### config.mk
export PLATFORM = sky130hd
export DESIGN_NAME = dma_up_bridge
export DESIGN_NICKNAME = d
export VERILOG_FILES = /design/src/logic/dma_pkg.sv /design/src/logic/axis_pkg.sv /design/src/logic/stream_slice.sv /design/src/logic/up_req_decode.sv /design/src/logic/up_ack_gen.sv /design/src/logic/dma_up_bridge.sv
export SDC_FILE = /design/constraint.sdc
export NUM_CORES = 1
export LEC_CHECK = 0
export BUFFER_PORTS_ARGS = -buffer_cell sky130_fd_sc_hd__clkbuf_2
export CELL_PAD_IN_SITES_DETAIL_PLACEMENT = 0
export CELL_PAD_IN_SITES_GLOBAL_PLACEMENT = 1
export CORE_MARGIN = 4
export CORE_UTILIZATION = 40
export CTS_CLUSTER_DIAMETER = 150
export CTS_CLUSTER_SIZE = 10
export DETAILED_ROUTE_END_ITERATION = 10
export HOLD_SLACK_MARGIN = 0.12
export PLACE_DENSITY_LB_ADDON = 0.08
export SLEW_MARGIN = 20
export SYNTH_ARGS = -nofsm -noshare
export SYNTH_HDL_FRONTEND = slang
export SYNTH_HIERARCHICAL = 1
export SYNTH_SLANG_ARGS = --single-unit
### constraint.sdc
create_clock -name clk -period 2.7 [get_ports clk]
set_input_delay 0.135 -clock clk [delete_from_list [all_inputs] [get_ports clk]]
set_output_delay 0.135 -clock clk [all_outputs]
set_load 0.05 [all_outputs]
### src/logic/dma_pkg.sv
// DMA channel word definitions
package dma_pkg;

  //**********************************************************
  // channel word format
  //**********************************************************
  localparam int DMA_DATA_W = 64;
  localparam int DMA_CTRL_W = 8;

  // same layout in both directions of the channel
  typedef struct packed {
    logic [DMA_DATA_W-1:0] data;
    logic [DMA_CTRL_W-1:0] ctrl;
  } dma_word_t;

  //**********************************************************
  // control bit positions
  //**********************************************************
  localparam int CTRL_FIRST_ACK  = 0;
  localparam int CTRL_END        = 3; // last payload word of a transfer
  localparam int CTRL_REQ        = 4; // request header or acknowledge
  localparam int CTRL_SECOND_ACK = 5;

  //**********************************************************
  // header and acknowledge fields
  //**********************************************************
  localparam int TAG_LSB   = 32; // tag of the first header up to bit 63
  localparam int LEN_W     = 16; // length in words in the first header
  localparam int BYTES_LSB = 48; // byte count of the second header up to bit 63

  // tag bits 7..4 go back in the same data bits
  localparam int ACK_TAG_LSB = 4;
  localparam int ACK_LEN_W   = 24; // length field of the second ack

  // request as captured from the two header words
  typedef struct packed {
    logic [DMA_DATA_W-TAG_LSB-1:0]   tag;
    logic [LEN_W-1:0]                len_words;
    logic [DMA_DATA_W-BYTES_LSB-1:0] byte_cnt;
  } up_req_t;

endpackage

### src/logic/axis_pkg.sv
// AXI-stream beat definitions
package axis_pkg;

  //**********************************************************
  // beat format
  //**********************************************************
  localparam int AXIS_DATA_W = 64;
  localparam int KEEP_W      = AXIS_DATA_W / 8; // one bit per byte lane

  // tvalid and tready travel beside the beat
  typedef struct packed {
    logic [AXIS_DATA_W-1:0] tdata;
    logic [KEEP_W-1:0]      tkeep;
    logic                   tlast;
  } axis_beat_t;

endpackage

### src/logic/stream_slice.sv
// Single-entry stream register slice
`timescale 1ns/10ps

module stream_slice #(
  parameter type payload_t = logic
) (
  input  logic     clk,
  input  logic     rst_n,

  input  payload_t in_data,
  input  logic     in_valid,
  output logic     in_ready,

  output payload_t out_data,
  output logic     out_valid,
  input  logic     out_ready
);

  logic full;
  logic in_fire;

  // empty, or the held entry leaves this cycle
  assign in_ready  = !full || out_ready;
  assign in_fire   = in_valid && in_ready;
  assign out_valid = full;

  always_ff @(posedge clk or negedge rst_n)
  begin
    if (!rst_n)
      full <= 1'b0;
    else if (in_fire)
      full <= 1'b1;
    else if (out_ready)
      full <= 1'b0; // drained with nothing behind it
  end

  // held stable until the output handshake
  always_ff @(posedge clk)
  begin
    if (in_fire)
      out_data <= in_data;
  end

endmodule

### src/logic/up_req_decode.sv
// Upstream request decoder
`timescale 1ns/10ps

module up_req_decode (
  input  logic                 clk,
  input  logic                 rst_n,

  input  dma_pkg::dma_word_t   tohost,
  input  logic                 tohost_valid,
  output logic                 tohost_almost_full,

  output axis_pkg::axis_beat_t beat,
  output logic                 beat_valid,
  input  logic                 beat_ready,

  output dma_pkg::up_req_t     req,
  output logic                 req_done,
  input  logic                 ack_idle
);

  import dma_pkg::*;
  import axis_pkg::*;

  localparam int REM_W = $clog2(KEEP_W); // byte count bits inside one word

  typedef enum logic [1:0] {
    ST_IDLE,
    ST_HDR2,
    ST_DATA,
    ST_ACK_WAIT
  } state_t;

  state_t            state;
  up_req_t           req_q;
  logic              in_fire;
  logic              hdr_fire;
  logic              end_word;
  logic [KEEP_W-1:0] keep_last;

  //**********************************************************
  // input handshake
  //**********************************************************
  always_comb
  begin
    case (state)
      ST_DATA:     tohost_almost_full = !beat_ready; // follow the slice
      ST_ACK_WAIT: tohost_almost_full = 1'b1;
      default:     tohost_almost_full = 1'b0;         // headers never stall
    endcase
  end

  assign in_fire  = tohost_valid && !tohost_almost_full;
  assign end_word = tohost.ctrl[CTRL_END];
  assign hdr_fire = in_fire && tohost.ctrl[CTRL_REQ] && !end_word;

  //**********************************************************
  // transfer FSM
  //**********************************************************
  // reset lands in the ack wait state, so the host sees a stall during reset
  always_ff @(posedge clk or negedge rst_n)
  begin
    if (!rst_n)
      state <= ST_ACK_WAIT;
    else
    begin
      case (state)
        ST_IDLE:
          if (hdr_fire)
            state <= ST_HDR2;
        ST_HDR2:
          if (hdr_fire)
            state <= ST_DATA;
        ST_DATA:
          if (in_fire && end_word)
            state <= ST_ACK_WAIT;
        ST_ACK_WAIT:
          if (ack_idle)
            state <= ST_IDLE; // both acks gone
        default:
          state <= ST_IDLE;
      endcase
    end
  end

  // header fields
  always_ff @(posedge clk)
  begin
    if (state == ST_IDLE && hdr_fire)
    begin
      req_q.tag       <= tohost.data[DMA_DATA_W-1:TAG_LSB];
      req_q.len_words <= tohost.data[LEN_W-1:0];
    end
    if (state == ST_HDR2 && hdr_fire)
      req_q.byte_cnt <= tohost.data[DMA_DATA_W-1:BYTES_LSB];
  end

  //**********************************************************
  // payload beats
  //**********************************************************
  // partial last word keeps only the lowest lanes
  always_comb
  begin
    keep_last = '1;
    if (req_q.byte_cnt[REM_W-1:0] != '0)
      keep_last = (KEEP_W'(1) << req_q.byte_cnt[REM_W-1:0]) - KEEP_W'(1);
  end

  always_comb
  begin
    beat.tdata = tohost.data;
    beat.tlast = end_word;
    beat.tkeep = end_word ? keep_last : '1;
  end

  assign beat_valid = (state == ST_DATA) && tohost_valid;

  assign req      = req_q;
  assign req_done = (state == ST_DATA) && in_fire && end_word; // final beat pushed

endmodule

### src/logic/up_ack_gen.sv
// Upstream acknowledge generator
`timescale 1ns/10ps

module up_ack_gen (
  input  logic               clk,
  input  logic               rst_n,

  input  dma_pkg::up_req_t   req,
  input  logic               req_done,
  output logic               ack_idle,

  output dma_pkg::dma_word_t fromhost,
  output logic               fromhost_valid,
  input  logic               fromhost_accept
);

  import dma_pkg::*;

  typedef enum logic [1:0] {
    ST_IDLE,
    ST_SECOND,
    ST_DRAIN
  } state_t;

  state_t            state;
  logic [LEN_W-1:0]  len_q;
  dma_word_t         ack_word;
  logic              ack_valid;
  logic              ack_ready;

  //**********************************************************
  // acknowledge words
  //**********************************************************
  // first word goes straight from req into the empty slice
  always_comb
  begin
    ack_word = '0;
    ack_word.ctrl[CTRL_REQ] = 1'b1;
    if (state == ST_IDLE)
    begin
      ack_word.ctrl[CTRL_FIRST_ACK]   = 1'b1;
      ack_word.data[ACK_TAG_LSB +: 4] = req.tag[ACK_TAG_LSB +: 4];
    end
    else
    begin
      ack_word.ctrl[CTRL_SECOND_ACK] = 1'b1;
      ack_word.data[ACK_LEN_W-1:0]   = ACK_LEN_W'(len_q); // zero-extended
    end
  end

  assign ack_valid = (state == ST_IDLE) ? req_done : (state == ST_SECOND);
  assign ack_idle  = (state == ST_IDLE);

  always_ff @(posedge clk or negedge rst_n)
  begin
    if (!rst_n)
      state <= ST_IDLE;
    else
    begin
      case (state)
        ST_IDLE:   if (req_done) state <= ST_SECOND;
        ST_SECOND: if (ack_ready) state <= ST_DRAIN;
        ST_DRAIN:  if (fromhost_valid && fromhost_accept) state <= ST_IDLE;
        default:   state <= ST_IDLE;
      endcase
    end
  end

  always_ff @(posedge clk)
  begin
    if (state == ST_IDLE && req_done)
      len_q <= req.len_words;
  end

  // holds each word until the host accepts it
  stream_slice #(
    .payload_t (dma_word_t)
  ) u_ack_slice (
    .clk       (clk),
    .rst_n     (rst_n),
    .in_data   (ack_word),
    .in_valid  (ack_valid),
    .in_ready  (ack_ready),
    .out_data  (fromhost),
    .out_valid (fromhost_valid),
    .out_ready (fromhost_accept)
  );

endmodule

### src/logic/dma_up_bridge.sv
// DMA upstream bridge top level
`timescale 1ns/10ps

module dma_up_bridge (
  input  logic                 clk,
  input  logic                 rst_n,

  // host to bridge
  input  dma_pkg::dma_word_t   tohost,
  input  logic                 tohost_valid,
  output logic                 tohost_almost_full,

  // stream master
  output axis_pkg::axis_beat_t axis_out,
  output logic                 axis_tvalid,
  input  logic                 axis_tready,

  // bridge to host
  output dma_pkg::dma_word_t   fromhost,
  output logic                 fromhost_valid,
  input  logic                 fromhost_accept
);

  import dma_pkg::*;
  import axis_pkg::*;

  axis_beat_t beat;
  logic       beat_valid;
  logic       beat_ready;
  up_req_t    req;
  logic       req_done;
  logic       ack_idle;

  //**********************************************************
  // input side
  //**********************************************************
  up_req_decode u_decode (
    .clk                (clk),
    .rst_n              (rst_n),
    .tohost             (tohost),
    .tohost_valid       (tohost_valid),
    .tohost_almost_full (tohost_almost_full),
    .beat               (beat),
    .beat_valid         (beat_valid),
    .beat_ready         (beat_ready),
    .req                (req),
    .req_done           (req_done),
    .ack_idle           (ack_idle)
  );

  // payload register stage
  stream_slice #(
    .payload_t (axis_beat_t)
  ) u_beat_slice (
    .clk       (clk),
    .rst_n     (rst_n),
    .in_data   (beat),
    .in_valid  (beat_valid),
    .in_ready  (beat_ready),
    .out_data  (axis_out),
    .out_valid (axis_tvalid),
    .out_ready (axis_tready)
  );

  //**********************************************************
  // acknowledge side
  //**********************************************************
  up_ack_gen u_ack (
    .clk             (clk),
    .rst_n           (rst_n),
    .req             (req),
    .req_done        (req_done),
    .ack_idle        (ack_idle),
    .fromhost        (fromhost),
    .fromhost_valid  (fromhost_valid),
    .fromhost_accept (fromhost_accept)
  );

endmodule

==> impl_metrics.env <==
export IMPL_power_share_clock_pct=29.4
export IMPL_drt_wirelength_per_cell_um=13.9
export IMPL_grt_start_max_net_pins=73
export IMPL_dieArea_mm2=0.0189
export IMPL_final_common_cell="sky130_fd_sc_hd__clkbuf_2"
export IMPL_place_port_buffers=218
export IMPL_drt_pre_antenna_iters=4
export IMPL_cts_root_buf="sky130_fd_sc_hd__clkbuf_16"
export IMPL_clock_skew_final_ps=7.50
export IMPL_drt_iter0_markers=125
export IMPL_design_final_nets=710
export IMPL_synthesis_area_per_instance_um2=20.3
export IMPL_setup_repair_after_global_routing_missed_its_margin="false"
export IMPL_placedInstanceArea_mm2=0.00785
export IMPL_grt_pass1_vias=3607
export IMPL_clkSlewWorstSetupHoldPaths_ps=60
export IMPL_vias=3449
export IMPL_grt_use_total_pct=13.0
export IMPL_floorplan_die_height_um=138
export IMPL_antenna_violations_before_repair=0
export IMPL_die_width_um=138
export IMPL_cts_htree_levels=4
export IMPL_utilization_pct=55.4
export IMPL_fp_coreArea_mm2=0.0165
export IMPL_cts_setup_buffers=0
export IMPL_later_pin_clock_latency_in_the_skew_report_ps=420
export IMPL_hpwl_um=8120
export IMPL_timing_setup_critical_path_class="register to register"
export IMPL_maximum_vdd_ir_drop_v=0.000481
export IMPL_start_kind="register"
export IMPL_seqPwrFrac_pct=44.9
export IMPL_design_power_total_mw=8.67
export IMPL_worst_ep_required_time_ps=2780
export IMPL_timing_max_transition_violations_final=0
export IMPL_final_setup_viol_count=0
export IMPL_power_switching_mw=2.88
export IMPL_cts_inserted_buffers=17
export IMPL_floorplan_initialDensity_pct=40.6
export IMPL_final_hold_viol_count=0
export IMPL_status="completed"
export IMPL_p_per_area_mw_per_mm2=946
export IMPL_place_worst_setup_slack_ps=630
export IMPL_synthToLayoutAreaGrowth_pct=36.5
export IMPL_int_power_mw=5.79
export IMPL_nFillCells=1337
export IMPL_fp_row_count=47
export IMPL_worst_setup_path_end_kind="register"
export IMPL_via_cell_ratio=4.00
export IMPL_cp_data_arrival_time_ps=2130
export IMPL_grt_overflow_total=0
export IMPL_pin_count=225
export IMPL_fin_setup_tns_ps=0
export IMPL_layout_cell_area_non_filler_mm2=0.00916
export IMPL_post_route_worst_setup_slack_ps=649
export IMPL_timing_final_crit_share_pct=76.0
export IMPL_cap_violations=0
export IMPL_final_cell_mix="sky130_fd_sc_hd__clkbuf_2, sky130_fd_sc_hd__edfxtp_1, sky130_fd_sc_hd__dlygate4sd3_1, sky130_fd_sc_hd__conb_1, sky130_fd_sc_hd__clkbuf_16"
export IMPL_gpl_final_weighted_congestion=0.703
export IMPL_clock_tree_from_tritoncts="built"
export IMPL_critical_path_peak_fanout=72
export IMPL_routed_wire_length_um=12000
export IMPL_antenna_cells_inserted=0
export IMPL_max_freq_ghz=0.488
export IMPL_netlist_instances=331
export IMPL_number_of_nets_with_antenna_violations_after_detailed_routing=0
export IMPL_post_route_drc_count=0
export IMPL_clk_path_buf_depth=2
export IMPL_synthesis_area_mm2=0.00671
export IMPL_power_switching_fraction_pct=33.2
export IMPL_first_pass_grt_wire_length_um=18300
export IMPL_post_route_cells_drive_above_1_share_pct=42.5
export IMPL_combinational_group_share_of_total_power_pct=25.6
export IMPL_min_delay_path_class="primary input to register"
export IMPL_finalCriticalPeriod_ps=2050
export IMPL_clock_sinks=190
export IMPL_synthesis_yosys_warnings=6
export IMPL_cellLeakagePower_nw=3.70
[power by group through the flow]
stage               clock network, mW  logic (mW)  registers, mW
floorplan                           0       0.592           5.04
global placement                    0        2.15           3.95
detailed placement                  0        2.17           3.96
CTS                              2.62        2.26           3.90
global route                     2.75        2.37           3.93
finish                           2.55        2.22           3.89
[state kept, by name, indices dropped and copies added, names as in the netlist]
signal,count
u_beat_slice/out_data,73
u_ack/u_ack_slice/out_data,72
u_decode/req,23
u_ack/len_q,16
u_ack/state,2
u_decode/state,2
u_ack/u_ack_slice/out_valid,1
u_beat_slice/out_valid,1
[metal layers]
layer / vias to the layer above / GRT usage, % / share of wire, %
li1: 1695 / - / -
met1: 1580 / 15.2 / 39
met2: 165 / 21.1 / 48
met3: 9 / 6.39 / 12
met4: 0 / 4.32 / 1.0
met5: - / 0 / 0
[worst paths after layout]
| check | to | depth (start not counted) | from | slack [ps] |
|---|---|---|---|---|
| worst max-delay path | u_ack/u_ack_slice/out_data[14] | 7 | u_decode/state[1] | 650 |
| worst min-delay path | u_ack/state[0] | 5 | tohost_valid | 180 |
| worst max register to register | u_ack/u_ack_slice/out_data[14] | 7 | u_decode/state[1] | 650 |
| worst min register to register | u_ack/len_q[8] | 0 | u_decode/req[24] | 420 |
| max in group asynchronous | u_ack/state[0] | 3 | rst_n | 1840 |
| min in group asynchronous | u_decode/state[0] | 2 | rst_n | 240 |
[area by class of cell]
type,instances,area [um2],area share [%]
flip-flops and latches,190,5680,62.0
repair buffers,294,1870,20.5
well taps,220,275,3.01
inverters,5,18.8,0.205
multi-input cells,121,701,7.65
clock inverters,14,180,1.97
clock buffers,18,429,4.69
[worst max-delay path, cell delays in order (launching register included)]
cell	delay [ps]
sky130_fd_sc_hd__dfstp_2	560
sky130_fd_sc_hd__ha_1	230
sky130_fd_sc_hd__inv_1	60
sky130_fd_sc_hd__nor2_1	180
sky130_fd_sc_hd__nor2_1	60
sky130_fd_sc_hd__nor2_1	110
sky130_fd_sc_hd__and2_4	160
sky130_fd_sc_hd__buf_12	310
[what timing repair did]
action,in CTS,in global routing
resized for setup,0,0
hold buffers,70,0
endpoints found under the hold margin,101,0
[metrics by stage]
| step | hold WS [ps] | std cells |
|---|---|---|
| floorplan | -161 | 383 |
| global placement | -20.9 | 760 |
| detailed placement | -29.7 | 760 |
| CTS | 169 | 862 |
| global route | 197 | 862 |
| finish | 182 | 862 |
Note: power is estimated with default switching activity, not from simulation.
